[config.mk]
export PLATFORM = sky130hd
export DESIGN_NAME = conv_out_stage
export DESIGN_NICKNAME = d
export VERILOG_FILES = /design/src/hdl/conv_pkg.sv /design/src/hdl/conv_out_stage.sv
export SDC_FILE = /design/constraint.sdc
export NUM_CORES = 1
export LEC_CHECK = 0
export BUFFER_PORTS_ARGS = -buffer_cell sky130_fd_sc_hd__buf_4
export CORE_MARGIN = 8
export CORE_UTILIZATION = 45
export DETAILED_ROUTE_END_ITERATION = 7
export GPL_ROUTABILITY_DRIVEN = 1
export PLACE_DENSITY_LB_ADDON = 0.2
export SYNTH_ARGS = -nofsm -noshare
export SYNTH_HDL_FRONTEND = slang
export SYNTH_SLANG_ARGS = --single-unit
[constraint.sdc]
create_clock -name clk -period 0.9 [get_ports clk]
set_input_delay 0.045 -clock clk [delete_from_list [all_inputs] [get_ports clk]]
set_output_delay 0.045 -clock clk [all_outputs]
set_load 0.02 [all_outputs]
[src/hdl/conv_pkg.sv]
`default_nettype none

package conv_pkg;

   // data widths
   localparam int PIX_W  = 16;   // pixel, weight, bias and result
   localparam int PROD_W = 32;   // one signed 16x16 product

   // nine 32-bit products need four guard bits
   localparam int ACC_W  = 36;

   // kernel geometry
   localparam int KSIZE = 3;             // window side
   localparam int NTAPS = KSIZE * KSIZE; // taps per window

   // fixed point
   localparam int QF = 8;  // fraction bits of the weights

   // frame geometry limits
   localparam int MAX_LINE = 64;  // line memory depth
   localparam int LEN_W    = 7;   // line length and line count inputs

   // registered stages behind the window, product, sum and output
   localparam int PIPE_DEPTH = 3;

   // frame control states
   typedef enum logic [1:0] {
      IDLE    = 2'd0,
      PRELOAD = 2'd1,  // filling the first two lines
      RUN     = 2'd2,  // every accepted pixel may close a window
      FLUSH   = 2'd3   // input done, pipeline draining
   } ctrl_state_t;

endpackage

`default_nettype wire

[src/hdl/conv_out_stage.sv]
`timescale 1ns/10ps
`default_nettype none

module conv_out_stage import conv_pkg::*; (
   input  logic             clk,
   input  logic             rst_n,
   input  logic             advance_i,
   input  logic             valid_i,
   input  logic [ACC_W-1:0] sum_i,
   input  logic [PIX_W-1:0] bias_i,
   input  logic             rectify_i,
   input  logic             y_ready_i,
   output logic             y_valid_o,
   output logic [PIX_W-1:0] y_data_o
);

   logic signed [ACC_W-1:0] bias_ext;
   logic signed [ACC_W-1:0] biased;
   logic signed [ACC_W-1:0] scaled;
   logic                    fits;
   logic [PIX_W-1:0]        result;

   // bias is an integer, align it with the QF fraction of the sum
   assign bias_ext = ACC_W'($signed(bias_i)) <<< QF;
   assign biased   = $signed(sum_i) + bias_ext;
   assign scaled   = biased >>> QF;

   // upper bits all equal the sign, no overflow
   assign fits = (scaled[ACC_W-1:PIX_W-1] == {(ACC_W-PIX_W+1){scaled[ACC_W-1]}});

   always_comb begin
      if (rectify_i && scaled[ACC_W-1]) begin
         result = '0;
      end else if (!fits) begin
         // clamp to the signed 16-bit limits
         result = scaled[ACC_W-1] ? {1'b1, {(PIX_W-1){1'b0}}} : {1'b0, {(PIX_W-1){1'b1}}};
      end else begin
         result = scaled[PIX_W-1:0];
      end
   end

   always_ff @(posedge clk or negedge rst_n) begin
      if (!rst_n) begin
         y_valid_o <= 1'b0;
      end else if (advance_i) begin
         y_valid_o <= valid_i;
      end
   end

   always_ff @(posedge clk) begin
      if (advance_i && valid_i) begin
         y_data_o <= result;
      end
   end

   // a stalled result holds until taken
   a_hold_stalled: assert property (
      @(posedge clk) disable iff (!rst_n)
      (y_valid_o && !y_ready_i) |=> (y_valid_o && $stable(y_data_o)));

endmodule

`default_nettype wire

==> results.py <==
metrics = {
    "logic_synthesis": {
        "synth_top_area_frac": 0.189,
        "synthFlopType": "edfxtp_1",
        "yosys_warnings": 0,
        "synthesis.nets": 397,
        "syn_area_per_cell_um2": 8.16,
        "yosysUniqueCellTypes": 58,
        "synth_edf_count": 16,
        "ys_ff_latch": 17,
        "yosys-top-cells-area": "edfxtp_1 19%, ha_1 13%, a21oi_1 5.9%",
        "ys_seq_area_frac": 0.199,
        "yosysTopAreaCell": "edfxtp_1",
        "syn-cell-area_um2": 2540,
        "postSynthCellCount": 311,
        "synthArstFlopShare": 0.0588,
    },
    "finish": {
        "final_common_cell": "buf_4",
        "fin_nets": 559,
        "final_util": 0.784,
        "n_antenna_cell": 0,
        "areaGrowthSynthToFinish_pct": 69.2,
        "drive_above_1_share": 0.513,
        "final_cell_mix": "166 x buf_4, 37 x nand2_1, 17 x a31oi_1, 16 x edfxtp_1, 15 x nor2_1",
        "fillerInstances": 399,
    },
    "grt": {
        "grt_pass1_wl_um": 14300,
        "grt_usage": 0.202,
        "grt_pass1_vias": 3148,
        "grt_max_degree": 17,
        "overflow": 0,
        "antenna_found_initial": 0,
    },
    "timing": {
        "hold_viol_final": 0,
        "clock_skew_ns": 0,
        "final.min_clock_period_ns": 2.67,
        "finalSetupViolCount": 16,
        "slew_headroom": 0.722,
        "worst_pin_slew_ns": 0.417,
        "fin_crit_sh": 2.96,
        "finalSetupTns_ns": -27.48,
        "maxSlewViolCount": 0,
        "rsz0062_at_grt": "yes",
        "finalWorstSetupSlack_ns": -1.77,
        "max_freq_mhz": 375,
        "whs_ns": 0.0484,
    },
    "clock_tree": {
        "clock_latency_ns": 0.25,
        "path_clk_slew_ns": 0.06,
        "cts_sinks": 17,
        "cts_tree": "done",
        "cts_max_level": 1,
        "clk_path_buf_depth": 2,
        "numCtsBuffers": 3,
        "root_buffer": "clkbuf_8",
    },
    "setup_path": {
        "r2r-start": "y_valid_o$_DFFE_PN0P_",
        "critPathLaunch": "sum_i[8]",
        "cp_max_fo": 15,
        "required_ns": 0.89,
        "cp.arrival_ns": 2.66,
        "startpoint_type": "input port",
        "crit_type": "in -> reg",
        "worstSetupEndpointType": "flop",
    },
    "drt": {
        "dr.pass1.iters": 4,
        "drt_first_iter_violations": 144,
        "wl_um": 9010,
        "detail_route.wl_per_cell_um": 16.6,
        "route.detailed.drc": 0,
        "vias": 3134,
        "ant_nets": 0,
        "viasPerCell": 5.76,
    },
    "floorplan": {
        "fp.dieW_um": 91.1,
        "coreArea_um2": 5470,
        "ios": 75,
        "dieArea_um2": 8300,
        "row_count": 27,
        "dieHeight_um": 91.1,
        "start_util": 0.464,
    },
    "worst_hold_path": {
        "min_from": "valid_i",
        "min_path_type": "in -> reg",
    },
    "run": {
        "cap_violations": 0,
    },
    "place": {
        "pre_cts_slack_ns": -2.22,
        "port_buffers": 65,
        "place.gp.congestion": 0.914,
        "dp.final_hpwl_um": 7310,
    },
    "run_status": {
        "violations": "setup timing",
        "status": "finished, violations left",
    },
    "pwr": {
        "ir_drop_v": 0.000854,
        "p_per_area_nw_per_um2": 1120,
        "leakage_nw": 1.84,
        "finalPower_mw": 4.80,
    },
}
path summary, 6_finish.rpt:
path | cells after the start | end | slack, ns
hold / removal | 2 | y_valid_o$_DFFE_PN0P_ | 0.05
min in group asynchronous | 2 | y_valid_o$_DFFE_PN0P_ | 0.11
max in group asynchronous | 2 | y_valid_o$_DFFE_PN0P_ | 0.70
setup reg to reg | 1 | y_valid_o$_DFFE_PN0P_ | 0.14
hold reg to reg | 1 | y_valid_o$_DFFE_PN0P_ | 0.53
setup / recovery | 14 | y_data_o[8]$_SDFFCE_PP0P_ | -1.77
routing by layer:
metal / share of wire / up-vias / GRT usage
li1: - / 1531 / -
met1: 0.40 / 1475 / 0.214
met2: 0.52 / 113 / 0.392
met3: 0.053 / 15 / 0.0329
met4: 0.020 / 0 / 0.0641
met5: 0 / - / 0
sequential cells by signal, summed over array words and instances, names as in the netlist:
| register | cells |
|---|---|
| y_data_o | 16 |
| y_valid_o | 1 |
logic make-up (layout without fill, tap and decap cells):
logic type,Yosys count,after routing,share of synthesized area
flip-flops,17,17,0.199
AO/OA/AOI/OAI,117,117,0.314
XOR/XNOR,17,17,0.0587
AND/OR/NAND/NOR,105,105,0.207
adder cells (fa/ha/maj),28,28,0.141
buffers and inverters,22,183,0.0547
multiplexers,5,5,0.0256
cell usage after synthesis, types with 8 or more instances:
cell type and number:
nand2_1 37, a21oi_1 30, ha_1 27, a31oi_1 18, nor2_1 18, edfxtp_1 16, o21ai_0 13, nand4_1 10
a21o_1 9, xnor2_1 9, inv_1 8, o211ai_1 8, xor2_1 8
layout make-up:
class	count	area (µm²)	share of cell area
flip-flops and latches	17	505	0.118
repair buffers	171	1330	0.309
multi-input cells	272	2290	0.534
inverters	8	30.0	0.00700
clock buffers	3	41.3	0.00962
clock inverters	1	5.00	0.00117
well taps	72	90.1	0.0210
critical path: stages:
cell	delay (ns)
buf_4	0.12
ha_4	0.17
fa_2	0.36
a21o_1	0.20
buf_4	0.14
nand4_1	0.09
a21boi_0	0.15
nor2_1	0.21
o221a_2	0.25
nand4_1	0.13
or3_4	0.36
mux2i_4	0.17
buf_12	0.16
a31oi_1	0.09
per-stage QoR:
stage / instances / cell area (µm²)
2_1_floorplan: 311 / 2720
3_3_place_gp: 535 / 3960
3_5_place_dp: 535 / 3960
4_1_cts: 541 / 4110
5_1_grt: 544 / 4290
6_report: 544 / 4290
power breakdown:
part	total, mW	switching (mW)	leakage, nW	internal (mW)
Sequential	1.02	0.0224	0.161	0.998
Combinational	3.24	1.61	1.65	1.63
Clock	0.545	0.239	0.0255	0.307
timing repair:
action | in CTS | in global routing
hold buffers | 1 | 0
setup buffers | 1 | 3
pin swaps | 2 | 11
endpoints found under the setup margin | 16 | 16
resized for setup | 21 | 30
hold endpoints to repair | 1 | 0
No activity file was read; power rests on OpenSTA's default activity.
