[config.mk]
export PLATFORM = sky130hd
export DESIGN_NAME = conv_ctrl_fsm
export DESIGN_NICKNAME = d
export VERILOG_FILES = /design/src/hdl/conv_pkg.sv /design/src/hdl/conv_ctrl_fsm.sv
export SDC_FILE = /design/constraint.sdc
export NUM_CORES = 1
export LEC_CHECK = 0
export ABC_AREA = 1
export BUFFER_PORTS_ARGS = -buffer_cell sky130_fd_sc_hd__buf_2
export CORE_UTILIZATION = 45
export CTS_CLUSTER_SIZE = 25
export DETAILED_ROUTE_END_ITERATION = 10
export PLACE_DENSITY_LB_ADDON = 0.05
export SLEW_MARGIN = 20
export SYNTH_ARGS = -nofsm -noshare
export SYNTH_HDL_FRONTEND = slang
export SYNTH_SLANG_ARGS = --single-unit
export TNS_END_PERCENT = 100
[constraint.sdc]
create_clock -name clk -period 2 [get_ports clk]
set_input_delay 0.4 -clock clk [delete_from_list [all_inputs] [get_ports clk]]
set_output_delay 0.4 -clock clk [all_outputs]
set_load 0.05 [all_outputs]
[src/hdl/conv_pkg.sv]
`default_nettype none

package conv_pkg;

   // data widths
   localparam int PIX_W  = 16;   // pixel, weight, bias and result
   localparam int PROD_W = 32;   // one signed 16x16 product

   // nine 32-bit products need four guard bits
   localparam int ACC_W  = 36;

   // kernel geometry
   localparam int KSIZE = 3;             // window side
   localparam int NTAPS = KSIZE * KSIZE; // taps per window

   // fixed point
   localparam int QF = 8;  // fraction bits of the weights

   // frame geometry limits
   localparam int MAX_LINE = 64;  // line memory depth
   localparam int LEN_W    = 7;   // line length and line count inputs

   // registered stages behind the window, product, sum and output
   localparam int PIPE_DEPTH = 3;

   // frame control states
   typedef enum logic [1:0] {
      IDLE    = 2'd0,
      PRELOAD = 2'd1,  // filling the first two lines
      RUN     = 2'd2,  // every accepted pixel may close a window
      FLUSH   = 2'd3   // input done, pipeline draining
   } ctrl_state_t;

endpackage

`default_nettype wire

[src/hdl/conv_ctrl_fsm.sv]
`timescale 1ns/10ps
`default_nettype none

module conv_ctrl_fsm import conv_pkg::*; (
   input  logic             clk,
   input  logic             rst_n,
   input  logic             start_i,
   input  logic [LEN_W-1:0] line_len_i,
   input  logic [LEN_W-1:0] n_lines_i,
   input  logic             pix_accept_i,
   input  logic             advance_i,
   input  logic             out_valid_i,
   output ctrl_state_t      state_o,
   output logic             accept_en_o,
   output logic             lb_clear_o,
   output logic             done_preload_o,
   output logic             busy_o,
   output logic             done_o
);

   ctrl_state_t        state_q;
   logic [2*LEN_W-1:0] pix_cnt_q;
   logic [2*LEN_W-1:0] pix_cnt_nxt;
   logic [2*LEN_W-1:0] total_q;    // pixels in the frame
   logic [2*LEN_W-1:0] preload_q;  // two lines plus two pixels
   logic [LEN_W-1:0]   flush_cnt_q;
   logic               drained;

   assign pix_cnt_nxt = pix_cnt_q + 1'b1;

   // last result has left the output register
   assign drained = (flush_cnt_q == '0) && !out_valid_i;

   always_ff @(posedge clk or negedge rst_n) begin
      if (!rst_n) begin
         state_q     <= IDLE;
         pix_cnt_q   <= '0;
         total_q     <= '0;
         preload_q   <= '0;
         flush_cnt_q <= '0;
         done_o      <= 1'b0;
      end else begin
         done_o <= 1'b0;
         case (state_q)
            IDLE: begin
               if (start_i) begin
                  state_q   <= PRELOAD;
                  pix_cnt_q <= '0;
                  total_q   <= (2*LEN_W)'(line_len_i) * (2*LEN_W)'(n_lines_i);
                  preload_q <= ((2*LEN_W)'(line_len_i) << 1) + 2'd2;
               end
            end
            PRELOAD: begin
               if (pix_accept_i) begin
                  pix_cnt_q <= pix_cnt_nxt;
                  if (pix_cnt_nxt == preload_q) state_q <= RUN;
               end
            end
            RUN: begin
               if (pix_accept_i) begin
                  pix_cnt_q <= pix_cnt_nxt;
                  if (pix_cnt_nxt == total_q) begin
                     state_q     <= FLUSH;
                     flush_cnt_q <= LEN_W'(PIPE_DEPTH);
                  end
               end
            end
            FLUSH: begin
               // only advancing cycles move the last window along
               if (advance_i && (flush_cnt_q != '0)) flush_cnt_q <= flush_cnt_q - 1'b1;
               if (drained) begin
                  state_q <= IDLE;
                  done_o  <= 1'b1;
               end
            end
            default: state_q <= IDLE;
         endcase
      end
   end

   assign state_o        = state_q;
   assign accept_en_o    = (state_q == PRELOAD) || (state_q == RUN);
   assign lb_clear_o     = (state_q == IDLE) && start_i;  // same edge as the geometry latch
   assign done_preload_o = (state_q == RUN) || (state_q == FLUSH);
   assign busy_o         = (state_q != IDLE);

   // one-cycle done pulse
   a_done_pulse: assert property (@(posedge clk) disable iff (!rst_n) done_o |=> !done_o);

endmodule

`default_nettype wire

==> impl_metrics.toml, run 1 <==
[clock_network]
cts_tree = "yes"
root_buffer = "clkbuf_8"
cts_htree_levels = 2
worst_skew_pair.late_latency_ps = 300
cts_buffers = 5
path_clk_slew_ps = 100
cts_buffer_depth = 2
clock-sinks = 46

[worst_setup_path]
r2r_slack_ps = -180
rr_endpoint = "state_o[1]"
path_class = "input pin to flop"
start_kind = "input pin"
crit_fanout = 4
cp.required_ps = 2180
endpoint_kind = "flop"
rr_worst_depth = 17
critPathArrivalTime_ps = 3830
reg2reg_from = "pix_cnt_q[0]"

[sta]
fin_setup_tns_ps = -15620
skew_ps = 14.0
setup_viol = 20
tightestPinTransition_ps = 545
drv_slew = 0
fin_ws_ps = -1660
hold_violations = 0
rsz0062_at_grt = "true"
fin_crit_ps = 3660
fin_crit_sh_pct = 183
max_freq_mhz = 274
slew_headroom_pct = 63.4
fin_hold_ws_ps = 17.9

[detailed_routing]
vias = 4114
dr.pass1.iters = 5
drt_wl_total_um = 11100
drcViolationCount = 0
drt-wirelength-per-cell_um = 13.2
drt_iter0_markers = 148
ant_nets = 0
avgViaCountPerCell = 4.87

[place]
port_buffers = 26
gp_congestion = 0.816
place_area_um2 = 5350
detailed_place_hpwl_um = 8890
preCtsSetupSlack_ps = -2030

[layout]
finalNetCount = 799
multi_input_area_um2 = 3210
fill_cells = 838
final_area_um2 = 5890
synthToLayoutAreaGrowth_pct = 34.0
seqCellArea_um2 = 1150
drive_gt1_share_pct = 29.9
antenna_cells = 0

[pwr]
vdd_drop_max_v = 0.000683
power.leakage_nw = 3.12
power_density_nw_per_um2 = 1140
total_power_mw = 6.72

[global_route]
grt_max_degree = 25
antenna_found_initial = 0
first_global_vias = 3955
groute.usage.overall_pct = 22.9
grt-ovfl-total = 0
grt_pass1_wl_um = 18200

[synth]
dominantRegCellSynth = "dfrtp_1"
synth_compound_area_share_pct = 8.03
synthMuxAreaShare_pct = 0
synth_adder_area_share_pct = 22.3
synthSimpleGateAreaFrac_pct = 28.8
synth-seq-area-share_pct = 26.2
synth_edf_count = 0
ys_seq_elements = 46
synth_top_family_by_area = "simple AND/OR/NAND/NOR gates"
synth_xor_area_share_pct = 3.79
ys_types = 31
avgSynthCellArea_um2 = 7.16
synthCells = 614
yosys_warnings = 0
synth_area_um2 = 4400
async_flop_share_pct = 100
syn_nets = 698

[run_status]
run_status = "finished with violations"
violations = "setup timing"

[hold_path]
hold_class = "input pin to async pin"

[run]
maxCapViolations = 0

[floorplan]
core_area_um2 = 9370
start_util_pct = 46.9
std_cell_rows = 35
io_pins = 27
die_h_um = 101
design.die.area_um2 = 10200
die_x_um = 101
-- flip-flops by register name, summed over array words and instances (netlist names) --
| signal | flops |
|---|---|
| flush_cnt_q | 7 |
| preload_q | 8 |
| done_o | 1 |
| state_o | 2 |
| total_q | 14 |
| pix_cnt_q | 14 |
-- critical path, stage by stage --
cell	delay, ps
buf_8	100
nand2_4	50
inv_2	30
fa_1	530
inv_1	50
fa_1	470
inv_1	50
fa_1	490
inv_2	40
fa_1	500
inv_2	50
ha_4	310
nand2_4	70
nor3_4	160
a21oi_2	90
o211ai_1	210
xor2_1	160
o21ai_1	70
-- power breakdown --
part / switching (mW) / internal, mW / leakage (nW)
Combinational: 2.59 / 2.01 / 2.48
Sequential: 0.282 / 1.26 / 0.595
Clock: 0.338 / 0.246 / 0.0441
-- kinds of logic (layout without fill, tap and decap cells) --
kind of cell	count (synthesis)	after routing
buf+inv	125	227
simple gates	298	298
xor+xnor	19	19
flops	46	46
compound gates	62	62
fa+ha+maj	64	64
-- placed cells by master (no fill, tap or decap), types with 8 or more instances in the layout --
cell type,count
a21oi_1,8
buf_4,70
nand2_1,155
nand2_2,18
o22ai_1,12
ha_1,29
nand2_4,9
fa_1,24
o21ai_1,11
xor2_1,14
nand3_1,40
ha_4,11
buf_2,19
inv_2,13
inv_1,97
buf_6,13
dfrtp_1,44
nand3_2,12
nor2_1,38
o21ai_0,10
-- routing by layer --
layer,vias up,track usage [%],share of wire (%)
li1,2126,-,-
met1,1924,29.0,46
met2,51,41.5,51
met3,13,2.64,1.8
met4,0,5.35,1.6
met5,-,0,0
-- timing repair --
action / CTS / global route
pin swaps: 24 / 37
hold endpoints to repair: 0 / 0
hold buffers: 0 / 0
setup endpoints to repair: 20 / 21
resized for setup: 51 / 54
setup buffers: 4 / 6
-- final cells by class --
type                    count  area share, %
clock buffers               5           1.17
clock inverters             3          0.361
repair buffers            108           14.5
multi-input cells         443           54.5
well taps                 129           2.74
inverters                 111           7.12
flip-flops and latches     46           19.6
-- Yosys cell counts, types with 2 or more instances --
master | n | area (µm²)
a211oi_1 | 2 | 15.0
a21oi_1 | 16 | 80.1
clkbuf_1 | 13 | 48.8
dfrtp_1 | 46 | 1150
fa_1 | 24 | 480
ha_1 | 40 | 500
inv_1 | 111 | 417
nand2_1 | 179 | 672
nand2_2 | 4 | 25.0
nand3_1 | 52 | 260
nand3b_1 | 3 | 22.5
nand4_1 | 4 | 25.0
nor2_1 | 40 | 150
nor2_4 | 3 | 33.8
nor3_1 | 5 | 25.0
o21ai_0 | 24 | 120
o22ai_1 | 12 | 75.1
or2_2 | 6 | 37.5
xnor2_1 | 4 | 35.0
xor2_1 | 15 | 131
-- per-stage QoR --
step	util [%]	std cells
2_1_floorplan	-	614
3_3_place_gp	57.0	830
3_5_place_dp	57.0	830
4_1_cts	60.5	842
5_1_grt	62.9	845
6_report	62.9	845
-- worst max path at each step --
stage,start,endpoint,slack [ps],depth (start not counted)
final,n_lines_i[1],total_q[10],-1660,18
after detailed placement,line_len_i[5],total_q[11],-2030,19
after floorplan,line_len_i[5],total_q[11],-1900,19
after CTS,n_lines_i[1],total_q[10],-1610,18
after global placement,line_len_i[5],total_q[11],-1950,19
after global routing,n_lines_i[1],total_q[10],-1820,18
Power figures use the tool's default switching activity.
==> inputs of run 2 (changes only) <==
CELL_PAD_IN_SITES_DETAIL_PLACEMENT = 0   (was unset)
CELL_PAD_IN_SITES_GLOBAL_PLACEMENT = 2   (was unset)
CORE_UTILIZATION = 32   (was 45)
==> impl_metrics.toml, run 2 (synthesized netlist as in run 1, its figures left out) <==
[run_status]
run_status = "finished with violations"
violations = "setup timing"

[pwr]
total_power_mw = 7.43
power_density_nw_per_um2 = 1170
vdd_drop_max_v = 0.000478
power.leakage_nw = 3.20

[place]
placed_cells = 886
place_area_um2 = 5470
detailed_place_hpwl_um = 10000
preCtsSetupSlack_ps = -2000
port_buffers = 26
gp_congestion = 0.779

[layout]
post-route-util_pct = 47.6
drive_gt1_share_pct = 35.4
finalNetCount = 815
reg.largest.list = "pix_cnt_q (14), total_q (14), preload_q (8)"
layout_commonest_cell = "nand2_1"
antenna_cells = 0
synthToLayoutAreaGrowth_pct = 44.1
fin_cells = 908
final_area_um2 = 6330
fill_cells = 1369
final_cell_mix = "nand2_1, inv_1, buf_4"

[worst_setup_path]
cp_cell_sequence = "buf_8 -> nand2_4 -> inv_2 -> fa_1 -> inv_1 -> fa_1 -> inv_1 -> fa_1 -> inv_1 -> fa_1 -> inv_2 -> ha_4 -> a21oi_4 -> o21ai_4 -> nand2_1 -> o2111ai_2 -> or2_4 -> nand3_2 -> o21ai_1"
start_kind = "input pin"
crit_fanout = 4
path_class = "input pin to flop"
critPathArrivalTime_ps = 3800
endpoint_kind = "flop"
max_stage_delay_ps = 520
cp.required_ps = 2180
cp_slowest_cell = "fa_1"
cp_common_cell = "fa_1"

[global_route]
grt_use_met1_pct = 24.1
use_met3_pct = 2.16
grt_max_degree = 25
grt-ovfl-total = 0
antenna_found_initial = 0
grt_pass1_wl_um = 20200
first_global_vias = 4091
busiest_layer = "met2"
grt_use_met2_pct = 31.3
groute.usage.overall_pct = 18.3

[sta]
drv_slew = 0
slew_headroom_pct = 70.6
rsz0062_at_grt = "true"
fin_hold_ws_ps = 369
fin_ws_ps = -1620
fin_crit_ps = 3620
tightestPinTransition_ps = 438
fin_setup_tns_ps = -15230
hold_violations = 0
setup_viol = 20
max_freq_mhz = 276
skew_ps = 8.78
fin_crit_sh_pct = 181

[detailed_routing]
ant_nets = 0
avgViaCountPerCell = 4.59
drcViolationCount = 0
drt-wirelength-per-cell_um = 13.8
vias = 4165
drt_iter0_markers = 120
drt_wl_total_um = 12500
dr.pass1.iters = 4

[clock_network]
path_clk_slew_ps = 70
cts_buffer_depth = 2
root_buffer = "clkbuf_16"
clock-sinks = 46
cts_tree = "yes"
worst_skew_pair.late_latency_ps = 300
cts_buffers = 5
cts_htree_levels = 2

[hold_path]
hold_class = "input pin to flop"

[floorplan]
core_area_um2 = 13300
std_cell_rows = 42
start_util_pct = 33.1
die_h_um = 119
design.die.area_um2 = 14200
io_pins = 27
die_x_um = 119

[run]
maxCapViolations = 0
[run 2: timing repair]
action | 4_1_cts | 5_1_grt
hold buffers | 1 | 0
pin swaps | 33 | 46
endpoints found under the setup margin | 20 | 21
buffers inserted | 8 | 7
endpoints found under the hold margin | 11 | 0
resized for setup | 71 | 76
[run 2: worst paths after layout]
| check | startpoint | to | slack [ps] | cells past startpoint |
|---|---|---|---|---|
| max | n_lines_i[1] | total_q[13] | -1620 | 19 |
| min | out_valid_i | done_o | 370 | 3 |
| max reg2reg | pix_cnt_q[0] | state_o[1] | -140 | 17 |
| min reg2reg | flush_cnt_q[6] | flush_cnt_q[6] | 470 | 2 |
| max in group asynchronous | rst_n | total_q[3] | 850 | 3 |
| min in group asynchronous | rst_n | pix_cnt_q[10] | 530 | 2 |
[run 2: area by class of cell]
cell class                 count  area [µm²]  area share [%]
clock buffer                   5         125            1.98
clock inverter                 3        23.8           0.375
inverter                     111         419            6.62
multi-input combinational    443        3380            53.4
sequential                    46        1160            18.3
tap                          176         220            3.48
timing repair buffer         124        1010            15.9
[run 2: report_power, final]
group	switching (mW)	internal (mW)	total, mW
Clock	0.404	0.468	0.872
Combinational	2.77	2.24	5.01
Sequential	0.282	1.26	1.54
[run 2: worst max-delay path: cells and delay by family]
kind	cells	cell delay [ps]
fa+ha+maj	5	2200
buf+inv	6	330
simple gates	4	450
compound gates	4	420
[run 2: layer usage]
metal  vias to the layer above  wire (µm)
met4                         0        156
li1                       2155          -
met5                         -          0
met2                        45       6240
met1                      1956       5900
met3                         9        247
